`src/hdl/audio_macros.svh`:
```
// Clock, SPI and I2S divider, frame length, tone and microphone scaling constants

`ifndef AUDIO_MACROS_SVH
`define AUDIO_MACROS_SVH

// ------------------------------
// System clock

`define CLK_MHZ         50      // Nominal board clock

// ------------------------------
// PmodMIC3 SPI link

`define SPI_DIV         4       // Clocks per sck period
`define MIC_FRAME_CLKS  80      // Clocks per conversion
`define MIC_BITS        16      // Leading zeros plus 12 data bits

// ------------------------------
// I2S link and mixing

`define I2S_DIV         4       // Clocks per bclk period
`define I2S_SLOT_BITS   16      // Bits per channel slot
`define TONE_AMP        4096    // Square wave peak
`define MIC_OFFSET      2048    // ADC midscale
`define MIC_SHIFT       3       // Gain on the centered mic value

`endif

```
`src/hdl/audio_pkg.sv`:
```
// Sample types for microphone ADC codes and PCM audio words

`default_nettype none

package audio_pkg;

    // ------------------------------
    // Widths

    localparam int MIC_CODE_W = 12;   // PmodMIC3 ADC resolution
    localparam int PCM_W      = 16;   // DAC word

    // ------------------------------
    // Types

    // Offset binary, midscale is silence
    typedef logic        [MIC_CODE_W-1:0] mic_code_t;

    typedef logic signed [PCM_W-1:0]      pcm_t;        // Two's complement sample

endpackage

`default_nettype wire

```
`src/hdl/board_pkg.sv`:
```
// Board I/O types for the push keys and the LED row

`default_nettype none

package board_pkg;

    // ------------------------------
    // Widths

    localparam int KEY_W = 4;   // Push keys on the board
    localparam int LED_W = 4;   // Level meter LEDs

    // ------------------------------
    // Types, both active high

    typedef logic [KEY_W-1:0] key_t;    // Pressed key reads 1
    typedef logic [LED_W-1:0] led_t;    // Lit LED is 1

endpackage

`default_nettype wire

```
`src/hdl/audio_board_top.sv`:
```
// Board top level with key and LED pin inversion, mic receiver, tone, mixer and I2S out

`timescale 1ns/1ns
`default_nettype none

`include "audio_macros.svh"

module audio_board_top (
    input  logic                        clk,
    input  logic                        arst_n,
    input  logic [board_pkg::KEY_W-1:0] KEY_N,
    input  logic                        MIC_SDO,
    output logic [board_pkg::LED_W-1:0] LED_N,
    output logic                        MIC_CS,
    output logic                        MIC_SCK,
    output logic                        I2S_MCLK,
    output logic                        I2S_BCLK,
    output logic                        I2S_LRCLK,
    output logic                        I2S_SDATA
);

    board_pkg::key_t      key;
    board_pkg::led_t      led;
    audio_pkg::mic_code_t mic_value;
    logic                 mic_valid;
    audio_pkg::pcm_t      tone;
    audio_pkg::pcm_t      sound;
    logic                 frame_tick;

    // ------------------------------
    // Active-low pins

    assign key   = ~KEY_N;
    assign LED_N = ~led;

    // ------------------------------
    // Audio path

    pmod_mic3_spi_receiver i_mic (
        .clk    (clk),
        .arst_n (arst_n),
        .sdo    (MIC_SDO),
        .cs     (MIC_CS),
        .sck    (MIC_SCK),
        .value  (mic_value),
        .valid  (mic_valid)
    );

    key_tone_gen i_tone (
        .clk        (clk),
        .arst_n     (arst_n),
        .key        (key),
        .frame_tick (frame_tick),   // Paced by the DAC frame
        .tone       (tone)
    );

    audio_mixer i_mixer (
        .clk       (clk),
        .arst_n    (arst_n),
        .mic_value (mic_value),
        .mic_valid (mic_valid),
        .tone      (tone),
        .sound     (sound),
        .led       (led)
    );

    i2s_audio_out i_audio_out (
        .clk        (clk),
        .arst_n     (arst_n),
        .sample     (sound),
        .mclk       (I2S_MCLK),
        .bclk       (I2S_BCLK),
        .lrclk      (I2S_LRCLK),
        .sdata      (I2S_SDATA),
        .frame_tick (frame_tick)
    );

endmodule

`default_nettype wire

```
`src/hdl/audio_mixer.sv`:
```
// Mic offset removal and gain, saturating mix with the tone, LED level meter

`timescale 1ns/1ns
`default_nettype none

`include "audio_macros.svh"

module audio_mixer (
    input  logic                 clk,
    input  logic                 arst_n,
    input  audio_pkg::mic_code_t mic_value,
    input  logic                 mic_valid,
    input  audio_pkg::pcm_t      tone,
    output audio_pkg::pcm_t      sound,
    output board_pkg::led_t      led
);

    localparam int CODE_W  = audio_pkg::MIC_CODE_W;
    localparam int PCM_W   = audio_pkg::PCM_W;
    localparam int SUM_W   = PCM_W + 1;     // One guard bit for the sum
    localparam int LED_LSB = 11;            // First LED at 2048

    localparam logic signed [CODE_W:0] OFFSET  = `MIC_OFFSET;
    localparam audio_pkg::pcm_t         PCM_MAX = {1'b0, {(PCM_W-1){1'b1}}};
    localparam audio_pkg::pcm_t         PCM_MIN = {1'b1, {(PCM_W-1){1'b0}}};

    audio_pkg::mic_code_t    mic_hold;      // Last valid conversion
    audio_pkg::mic_code_t    mic_code;
    logic signed [CODE_W:0]  mic_centered;
    logic signed [SUM_W-1:0] mic_scaled;
    logic signed [SUM_W-1:0] sum;
    audio_pkg::pcm_t         sound_next;
    logic [PCM_W-1:0]        magnitude;
    board_pkg::led_t         led_next;

    // ------------------------------
    // Mix path

    assign mic_code     = mic_valid ? mic_value : mic_hold;   // Fresh code goes straight in
    assign mic_centered = $signed({1'b0, mic_code}) - OFFSET;
    assign mic_scaled   = SUM_W'(mic_centered) <<< `MIC_SHIFT;
    assign sum          = mic_scaled + SUM_W'(tone);

    always_comb begin
        if (sum[SUM_W-1] != sum[SUM_W-2]) begin
            sound_next = sum[SUM_W-1] ? PCM_MIN : PCM_MAX;    // Clip on overflow
        end else begin
            sound_next = sum[SUM_W-2:0];
        end
        magnitude = sound_next[PCM_W-1] ? -sound_next : sound_next;  // -32768 maps to 32768
        for (int i = 0; i < board_pkg::LED_W; i++) begin
            led_next[i] = magnitude >= (PCM_W'(1) << (LED_LSB + i));
        end
    end

    // ------------------------------
    // Output registers

    always_ff @(posedge clk or negedge arst_n) begin
        if (!arst_n) begin
            mic_hold <= audio_pkg::mic_code_t'(`MIC_OFFSET);
            sound    <= '0;
            led      <= '0;
        end else begin
            if (mic_valid) begin
                mic_hold <= mic_value;
            end
            sound <= sound_next;
            led   <= led_next;
        end
    end

endmodule

`default_nettype wire

```
`src/hdl/i2s_audio_out.sv`:
```
// I2S transmitter generating mclk, bclk, lrclk and sdata from one 16-bit sample

`timescale 1ns/1ns
`default_nettype none

`include "audio_macros.svh"

module i2s_audio_out (
    input  logic            clk,
    input  logic            arst_n,
    input  audio_pkg::pcm_t sample,
    output logic            mclk,
    output logic            bclk,
    output logic            lrclk,
    output logic            sdata,
    output logic            frame_tick
);

    localparam int DIV_W  = $clog2(`I2S_DIV);
    localparam int SLOT_W = $clog2(`I2S_SLOT_BITS);

    logic [DIV_W-1:0]  div_cnt;     // Position in the bclk period
    logic [SLOT_W:0]   bit_cnt;     // Left slot then right slot, MSB picks lrclk
    logic [SLOT_W-1:0] slot_pos;
    logic [SLOT_W-1:0] bit_sel;
    logic              bit_start;   // bclk falls on this edge
    logic              frame_start;
    audio_pkg::pcm_t   sample_q;    // Word sent in both slots

    assign slot_pos    = bit_cnt[SLOT_W-1:0];
    assign bit_start   = (div_cnt == '0);
    assign frame_start = bit_start && (bit_cnt == '0);

    // One bit of I2S delay, so position 0 carries the LSB of the previous slot
    // and position 1 the MSB; the subtraction wraps 16 to 0
    assign bit_sel = SLOT_W'(`I2S_SLOT_BITS) - slot_pos;

    // ------------------------------
    // Dividers

    always_ff @(posedge clk or negedge arst_n) begin
        if (!arst_n) begin
            div_cnt <= '0;
            bit_cnt <= '0;
        end else if (div_cnt == DIV_W'(`I2S_DIV - 1)) begin
            div_cnt <= '0;
            bit_cnt <= bit_cnt + 1'b1;      // Wraps after the right slot
        end else begin
            div_cnt <= div_cnt + 1'b1;
        end
    end

    // ------------------------------
    // Clocks, frame strobe and data

    always_ff @(posedge clk or negedge arst_n) begin
        if (!arst_n) begin
            mclk       <= 1'b0;
            bclk       <= 1'b0;
            lrclk      <= 1'b0;
            sdata      <= 1'b0;
            frame_tick <= 1'b0;
            sample_q   <= '0;
        end else begin
            mclk       <= div_cnt[0];                               // clk / 2
            bclk       <= div_cnt >= DIV_W'(`I2S_DIV / 2);          // Rises mid-period
            lrclk      <= bit_cnt[SLOT_W];                          // Low for left
            frame_tick <= frame_start;                              // Same edge as lrclk fall
            if (frame_start) begin
                sample_q <= sample;
            end
            if (bit_start) begin
                sdata <= sample_q[bit_sel];     // Old word still in place at frame start
            end
        end
    end

endmodule

`default_nettype wire

```
`src/hdl/key_tone_gen.sv`:
```
// Square-wave tone generator with pitch chosen by the lowest pressed key

`timescale 1ns/1ns
`default_nettype none

`include "audio_macros.svh"

module key_tone_gen (
    input  logic            clk,
    input  logic            arst_n,
    input  board_pkg::key_t key,
    input  logic            frame_tick,
    output audio_pkg::pcm_t tone
);

    localparam int CNT_W = 4;

    localparam audio_pkg::pcm_t TONE_POS = audio_pkg::pcm_t'(`TONE_AMP);
    localparam audio_pkg::pcm_t TONE_NEG = audio_pkg::pcm_t'(-`TONE_AMP);

    logic [CNT_W-1:0] half_m1;      // Half period in frames, minus one
    logic [CNT_W-1:0] frame_cnt;
    logic             phase;        // 0 for the positive half
    logic             key_on;

    assign key_on = |key;

    // ------------------------------
    // Pitch select, key 0 wins

    always_comb begin
        if (key[0]) begin
            half_m1 = CNT_W'(1);        // 2 frames
        end else if (key[1]) begin
            half_m1 = CNT_W'(3);        // 4 frames
        end else if (key[2]) begin
            half_m1 = CNT_W'(7);        // 8 frames
        end else begin
            half_m1 = CNT_W'(15);       // Key 3
        end
    end

    // ------------------------------
    // Waveform, stepped once per frame

    always_ff @(posedge clk or negedge arst_n) begin
        if (!arst_n) begin
            frame_cnt <= '0;
            phase     <= 1'b0;
            tone      <= '0;
        end else if (frame_tick) begin
            if (!key_on) begin
                frame_cnt <= '0;        // Next tone starts on the positive half
                phase     <= 1'b0;
                tone      <= '0;
            end else begin
                tone <= phase ? TONE_NEG : TONE_POS;
                // Also catches a switch to a shorter half period mid-run
                if (frame_cnt >= half_m1) begin
                    frame_cnt <= '0;
                    phase     <= ~phase;
                end else begin
                    frame_cnt <= frame_cnt + 1'b1;
                end
            end
        end
    end

endmodule

`default_nettype wire

```
`src/hdl/pmod_mic3_spi_receiver.sv`:
```
// SPI master reading one 12-bit PmodMIC3 conversion per frame

`timescale 1ns/1ns
`default_nettype none

`include "audio_macros.svh"

module pmod_mic3_spi_receiver (
    input  logic                 clk,
    input  logic                 arst_n,
    input  logic                 sdo,
    output logic                 cs,
    output logic                 sck,
    output audio_pkg::mic_code_t value,
    output logic                 valid
);

    localparam int FRAME_W = $clog2(`MIC_FRAME_CLKS);
    localparam int PHASE_W = $clog2(`SPI_DIV);
    localparam int BIT_W   = $clog2(`MIC_BITS);

    logic [FRAME_W-1:0]   frame_cnt;    // Position in the conversion
    logic [PHASE_W-1:0]   phase_cnt;    // Position in the sck period
    logic [BIT_W-1:0]     bit_cnt;
    logic                 window;       // cs low span
    logic                 sample_en;
    logic                 last_bit;
    logic                 done_q;
    logic [`MIC_BITS-1:0] shift_q;

    assign window    = frame_cnt < FRAME_W'(`MIC_BITS * `SPI_DIV);
    assign sample_en = window && (phase_cnt == PHASE_W'(`SPI_DIV / 2)); // sck rises here
    assign last_bit  = sample_en && (bit_cnt == BIT_W'(`MIC_BITS - 1));

    // ------------------------------
    // Counters, cs and sck

    always_ff @(posedge clk or negedge arst_n) begin
        if (!arst_n) begin
            frame_cnt <= '0;
            phase_cnt <= '0;
            bit_cnt   <= '0;
            cs        <= 1'b1;
            sck       <= 1'b0;
        end else begin
            if (frame_cnt == FRAME_W'(`MIC_FRAME_CLKS - 1)) begin
                frame_cnt <= '0;
            end else begin
                frame_cnt <= frame_cnt + 1'b1;
            end

            if (!window) begin
                phase_cnt <= '0;                // Idle gap between conversions
                bit_cnt   <= '0;
            end else if (phase_cnt == PHASE_W'(`SPI_DIV - 1)) begin
                phase_cnt <= '0;
                bit_cnt   <= bit_cnt + 1'b1;
            end else begin
                phase_cnt <= phase_cnt + 1'b1;
            end

            cs  <= !window;
            sck <= window && (phase_cnt >= PHASE_W'(`SPI_DIV / 2));   // High in second half
        end
    end

    // ------------------------------
    // Data capture

    always_ff @(posedge clk) begin
        if (sample_en) begin
            shift_q <= {shift_q[`MIC_BITS-2:0], sdo};  // MSB first
        end
    end

    always_ff @(posedge clk or negedge arst_n) begin
        if (!arst_n) begin
            done_q <= 1'b0;
            value  <= audio_pkg::mic_code_t'(`MIC_OFFSET);  // Silence until first read
            valid  <= 1'b0;
        end else begin
            done_q <= last_bit;
            valid  <= done_q;
            if (done_q) begin
                value <= shift_q[audio_pkg::MIC_CODE_W-1:0];  // Drop the leading zeros
            end
        end
    end

endmodule

`default_nettype wire

```
`config.mk`:
```
export PLATFORM = sky130hd
export DESIGN_NAME = audio_board_top
export DESIGN_NICKNAME = d
export VERILOG_FILES = /design/src/hdl/audio_pkg.sv /design/src/hdl/board_pkg.sv /design/src/hdl/audio_board_top.sv /design/src/hdl/audio_mixer.sv /design/src/hdl/i2s_audio_out.sv /design/src/hdl/key_tone_gen.sv /design/src/hdl/pmod_mic3_spi_receiver.sv
export VERILOG_INCLUDE_DIRS = /design/src /design/src/hdl
export SDC_FILE = /design/constraint.sdc
export NUM_CORES = 1
export LEC_CHECK = 0
export BUFFER_PORTS_ARGS = -buffer_cell sky130_fd_sc_hd__buf_2
export CORE_MARGIN = 3
export CORE_UTILIZATION = 65
export CTS_BUF_LIST = sky130_fd_sc_hd__clkbuf_2
export CTS_CLUSTER_SIZE = 24
export DETAILED_ROUTE_END_ITERATION = 10
export PLACE_DENSITY_LB_ADDON = 0.12
export SYNTH_ARGS = -nofsm -noshare
export SYNTH_HDL_FRONTEND = slang
export SYNTH_HIERARCHICAL = 1
export SYNTH_SLANG_ARGS = --single-unit
```
`constraint.sdc`:
```
create_clock -name clk -period 6.59 [get_ports clk]
set_input_delay 0.659 -clock clk [delete_from_list [all_inputs] [get_ports clk]]
set_output_delay 0.659 -clock clk [all_outputs]
set_load 0.05 [all_outputs]
```
==> results of run 1 <==
==> flip-flops by register name, summed over array words and instances, names as in the netlist, 2 cells and up <==
name,flops
i_audio_out/sample_q,16
i_mixer/sound,16
i_mic/shift_q,12
i_mic/value,12
i_mixer/mic_hold,12
i_mic/frame_cnt,7
i_audio_out/bit_cnt,5
i_mic/bit_cnt,4
i_mixer/led,4
i_tone/frame_cnt,4
i_audio_out/div_cnt,2
i_mic/phase_cnt,2
i_tone/tone,2
==> path summary, 6_finish.rpt <==
kind,cells after the start,slack (ns),endpoint,from
worst max-delay path,15,1.86,i_mixer/led[0],i_mic/valid
worst min-delay path,1,0.26,i_mic/shift_q[0],MIC_SDO
worst max register to register,15,1.86,i_mixer/led[0],i_mic/valid
worst min register to register,0,0.46,i_mic/shift_q[8],i_mic/shift_q[7]
max in group asynchronous,3,4.93,i_mic/frame_cnt[3],arst_n
min in group asynchronous,2,0.55,i_mic/value[3],arst_n
==> metal layers <==
metal | track usage | vias up | routed length [um]
li1 | - | 1618 | -
met1 | 0.266 | 1645 | 4230
met2 | 0.331 | 53 | 4550
met5 | 0 | - | 0
met3 | 0.0493 | 10 | 280
met4 | 0.0578 | 0 | 128
==> where the power goes <==
group / total, mW / internal, mW / switching (mW) / leakage [nW]
registers: 0.680 / 0.678 / 0.00206 / 1.24
clock network: 0.257 / 0.0542 / 0.203 / 0.0605
logic: 0.0458 / 0.0137 / 0.0321 / 1.30
==> placed cells by master, fill, tap and decap left out, types with 8 or more instances in the layout <==
master,synthesis,final
dfrtp_1,93,93
nand2_1,20,20
a21oi_1,8,8
buf_2,7,15
mux2_2,40,40
inv_1,31,31
nor2_1,31,31
xor2_1,11,11
nor3_1,10,10
clkbuf_2,0,11
ha_1,29,29
conb_1,1,12
xnor2_1,11,11
o21ai_0,18,18
edfxtp_1,12,12
a21o_1,8,8
==> repair_timing <==
item | CTS | global route
hold endpoints to repair | 18 | 0
buffers inserted | 0 | 0
hold buffers | 1 | 0
endpoints found under the setup margin | 0 | 0
==> area by class of cell <==
cell class | count | area (um^2) | area share
flip-flops and latches | 108 | 2770 | 0.488
inverters | 31 | 116 | 0.0205
repair buffers | 18 | 100 | 0.0176
well taps | 102 | 128 | 0.0225
clock buffers | 11 | 55.1 | 0.00970
multi-input cells | 300 | 2470 | 0.436
clock inverters | 5 | 35.0 | 0.00618
==> stage by stage <==
step	instance area (um^2)	power (mW)	utilization	cells	setup slack, ns
after global placement	5570	0.735	0.699	558	2.16
after CTS	5670	0.997	0.712	575	1.88
after floorplan	5560	0.722	-	468	2.50
after global routing	5670	1.03	0.712	575	1.53
after detailed placement	5570	0.737	0.699	558	1.92
final	5670	0.983	0.712	575	1.86
==> cell families after synthesis <==
| logic type | count (synthesis) | share of synthesized area |
|---|---|---|
| XOR/XNOR | 22 | 0.0349 |
| buffers and inverters | 60 | 0.0580 |
| multiplexers | 48 | 0.105 |
| adder cells (fa/ha/maj) | 30 | 0.0694 |
| AO/OA/AOI/OAI | 77 | 0.114 |
| AND/OR/NAND/NOR | 111 | 0.116 |
| flip-flops | 108 | 0.501 |
| other | 1 | 0.000680 |
==> synthesized netlist by cell type, drive strengths merged, types with 4 or more instances <==
cell,number,share of area
buf,27,0.036
ha,29,0.066
mux4,4,0.016
nand2,20,0.014
mux2,40,0.082
inv,31,0.021
nor2,32,0.025
a21oi,8,0.0073
nor4,4,0.0073
edfxtp,12,0.065
o21ai,19,0.017
xor2,11,0.017
nor4b,4,0.011
a211o,4,0.0063
dfrtp,93,0.42
mux2i,4,0.0073
a21o,11,0.016
nand2b,4,0.0045
nand3,8,0.0082
nor3,10,0.0091
nand4,4,0.0045
nor2b,6,0.0068
xnor2,11,0.017
==> run metrics, run 1 <==
Data arrival, critical path=5.18 ns; number of buffers created by CTS=9; Mean Syn Cell Area=12.1 um^2; critical path class=reg -> reg; vias in the first global route=3374; Async S/R FF share, synth=0.889; synthesized flop and latch total=108; routed vias/inst=5.78; Clk Latency, worst-skew pair=0.55 ns; core area=7970 um^2; Post-route DRC=0; slowest stage delay, CP=0.73 ns; WP buf/inv=0; Post-Route WL=9180 um; IO buf count=16; # setup viols final=0; fin. max-slew vios=0; largest fanout on the critical path=25; Period Utilization, post-route=0.718; WHS=0.262 ns; Yosys warnings=6; Crit-path slowest cell=dfrtp_1; CP startpoint kind=flop; wire per inst=16.0 um; CTS Buffer Depth=2; RSZ-0062 raised after global routing=false; Filler cells=594; chip width=98.1 um; layout overhead on the synthesized area=2.81%; Post-synth EDFFs=12; post-synthesis sequential area ratio=0.501; max cap viols=0; Worst Setup End Kind=flop; CTS sink count=108; PD cells=173 nW/um^2; CTS clock-pin slew for the worst setup and hold paths=0.27 ns; synthesized area=5520 um^2; crit-path leading delay family=compound AO/OA/AOI/OAI gates; CTS Root Cell=clkbuf_2; Final nets=505; fmax=211 MHz; Peak VDD IR=0.115 mV; skew final=0.0350 ns; Period minus WS final=4.73 ns; DR vias=3326; TritonCTS clock tree=built; Hold Vio Cnt, Final=0; TritonRoute pass-1 iters=4; Leakage=2.60 nW; initial DRC count=148; initial core utilization=0.693; cell row count=32; ANT cells=0; Min-Delay Path Class=in -> reg; initial antenna violation count=0; Max-slew headroom=0.143; antenna viol nets, final=0; ys flop type=dfrtp_1; TNS Setup=0 ns; Req. time, crit path=7.04 ns; Yosys cell types=79; Slew @ Worst Pin=1.28 ns; die area=9630 um^2; post-cts repair resize count=0; GRT Util Overall=0.201; outcome=complete, no violations; Die Y=98.1 um; I/O pin cnt=17; largest net degree at the start of global routing=63; CP Cell Sequence=mux2_2, ha_1, a21o_1, a2111oi_4, a2bb2oi_2, and2_2, ha_1, nor2b_1, nand2_1, nor3_1, nand2_1, o41ai_4, nand4b_1, o211ai_2, nand3_1; RePlAce Congestion=0.873; share of layout cells above drive strength 1=0.226; first-pass GRT wire length=15600 um; Synth Instances=457; H-Tree Depth=3; remaining global-route overflow=0; Final HPWL DP=6750 um
Note: power is estimated with default switching activity, not from simulation.
==> run 2: changes to the inputs <==
--- a/config.mk
+++ b/config.mk
@@ -8,7 +8,7 @@
 export LEC_CHECK = 0
 export BUFFER_PORTS_ARGS = -buffer_cell sky130_fd_sc_hd__buf_2
 export CORE_MARGIN = 3
-export CORE_UTILIZATION = 65
+export CORE_UTILIZATION = 58
 export CTS_BUF_LIST = sky130_fd_sc_hd__clkbuf_2
 export CTS_CLUSTER_SIZE = 24
 export DETAILED_ROUTE_END_ITERATION = 10
==> constraint.sdc (replaced) <==
create_clock -name clk -period 4.2 [get_ports clk]
set_input_delay 0.42 -clock clk [delete_from_list [all_inputs] [get_ports clk]]
set_output_delay 0.42 -clock clk [all_outputs]
set_load 0.05 [all_outputs]
==> run metrics, run 2 (synthesized netlist as in run 1, its figures left out) <==
Finished Core Util=0.640 (was 0.712); chip width=104 um (was 98.1 um); cell row count=34 (was 32); Post-Place Worst Slack=0.297 ns (was 1.92 ns); max cap viols=0 (unchanged); vias in the first global route=3409 (was 3374); Final nets=510 (was 505); leading registers by flop count=i_audio_out/sample_q x16, i_mixer/sound x16 (unchanged); RePlAce Congestion=0.889 (was 0.873); IO buf count=16 (unchanged); Slew @ Worst Pin=1.07 ns (was 1.28 ns); crit-path leading delay family=compound AO/OA/AOI/OAI gates (unchanged); I/O pin cnt=17 (unchanged); antenna viol nets, final=0 (unchanged); Crit-path slowest cell=dfrtp_1 (unchanged); TritonCTS clock tree=built (unchanged); commonest non-fill, non-tap cell in the layout=dfrtp_1 (unchanged); Peak VDD IR=0.153 mV (was 0.115 mV); CTS Buffer Depth=2 (unchanged); routed vias/inst=5.44 (was 5.78); TritonRoute pass-1 iters=4 (unchanged); Clk Latency, worst-skew pair=0.57 ns (was 0.55 ns); critical path class=reg -> reg (unchanged); Worst Setup End Kind=flop (unchanged); ANT cells=0 (unchanged); fin. max-slew vios=0 (unchanged); RSZ-0062 raised after global routing=false (unchanged); slowest stage delay, CP=0.44 ns (was 0.73 ns); initial core utilization=0.615 (was 0.693); CTS Root Cell=clkbuf_2 (unchanged); core area=8980 um^2 (was 7970 um^2); Req. time, crit path=4.69 ns (was 7.04 ns); WP buf/inv=0 (unchanged); overall power=1.56 mW (was 0.983 mW); TNS Setup=0 ns (unchanged); GRT Util Overall=0.182 (was 0.201); Post-route DRC=0 (unchanged); CTS clock-pin slew for the worst setup and hold paths=0.29 ns (was 0.27 ns); largest net degree at the start of global routing=67 (was 63); first-pass GRT wire length=16100 um (was 15600 um); Max-slew headroom=0.283 (was 0.143); most frequent cells in the layout=dfrtp_1, mux2_2, inv_1, nor2_1, ha_1 (unchanged); Post-Route WL=9030 um (was 9180 um); Final HPWL DP=6560 um (was 6750 um); WHS=0.313 ns (was 0.262 ns); post-cts repair resize count=0 (unchanged); CP startpoint kind=flop (unchanged); Period minus WS final=3.91 ns (was 4.73 ns); post-route cell area=5750 um^2 (was 5670 um^2); layout overhead on the synthesized area=4.15% (was 2.81%); # setup viols final=0 (unchanged); CTS sink count=108 (unchanged); CP Cell Sequence=mux2_2, ha_1, a21o_1, a2111oi_4, a2bb2oi_2, and2_2, ha_1, nor2b_1, nand2_1, nor3_1, nand2_1, o41ai_4, nand4b_1, o211ai_2, nand3_1 (unchanged); Filler cells=718 (was 594); initial antenna violation count=0 (unchanged); placed cell area=5630 um^2 (was 5570 um^2); Die Y=104 um (was 98.1 um); Leakage=2.62 nW (was 2.60 nW); PD cells=271 nW/um^2 (was 173 nW/um^2); H-Tree Depth=3 (unchanged); Hold Vio Cnt, Final=0 (unchanged); initial DRC count=177 (was 148); largest fanout on the critical path=7 (was 25); Data arrival, critical path=4.40 ns (was 5.18 ns); fmax=256 MHz (was 211 MHz); skew final=0.0405 ns (was 0.0350 ns); Non-Filler Instances=603 (was 575); Period Utilization, post-route=0.931 (was 0.718); share of layout cells above drive strength 1=0.231 (was 0.226); Placed Cells=586 (was 558); die area=10700 um^2 (was 9630 um^2); DR vias=3280 (was 3326); outcome=complete, no violations (unchanged); Min-Delay Path Class=in -> reg (unchanged); cts hold-fix bufs=2 (was 1); remaining global-route overflow=0 (unchanged); wire per inst=15.0 um (was 16.0 um); number of buffers created by CTS=9 (unchanged); final worst setup slack=0.292 ns (was 1.86 ns); setup bufs post-CTS=0 (unchanged)
[run 2: cell count changes in the layout (fill, tap and decap cells not counted)]
cell / change
buf_4: +4
clkbuf_2: -2
inv_8: +2
clkinv_2: +1
clkinv_4: +1
clkinvlp_4: -1
dlygate4sd3_1: +1
inv_4: -1
inv_6: -1
[run 2: report_power, final]
part / total [mW] / internal [mW] / switching (mW)
combinational: 0.0717 / 0.0223 / 0.0494
clock: 0.421 / 0.0836 / 0.337
sequential: 1.07 / 1.06 / 0.00284
[run 2: worst min-delay path, delay by kind of cell]
| kind | cells | cell delay, ns |
|---|---|---|
| buffers and inverters | 2 | 0.16 |
| AO/OA/AOI/OAI | 1 | 0.09 |
| AND/OR/NAND/NOR | 1 | 0.19 |
[run 2: layout make-up]
class                   instances  area, um^2  area share
flip-flops and latches        108        2770       0.481
multi-input cells             300        2470       0.430
well taps                     126         158      0.0274
repair buffers                 23         140      0.0244
inverters                      31         116      0.0202
clock inverters                 6        48.8     0.00849
clock buffers                   9        45.0     0.00784
[run 2: path summary, 6_finish.rpt]
path                                         end  slack, ns                    from  cells past startpoint
worst max-delay path              i_mixer/led[0]       0.29             i_mic/valid                     15
worst min-delay path             i_tone/tone[12]       0.31                KEY_N[3]                      4
worst max register to register    i_mixer/led[0]       0.29             i_mic/valid                     15
worst min register to register  i_audio_out/mclk       0.48  i_audio_out/div_cnt[0]                      0
max in group asynchronous       i_mixer/sound[0]       2.83                  arst_n                      3
min in group asynchronous       i_audio_out/bclk       0.45                  arst_n                      2
[run 2: layer usage]
layer	wire length [um]	vias to the layer above	global-route usage
met2	4290	33	0.299
met5	0	-	0
met1	4380	1607	0.244
met4	174	0	0.0712
met3	187	14	0.0305
li1	-	1626	-
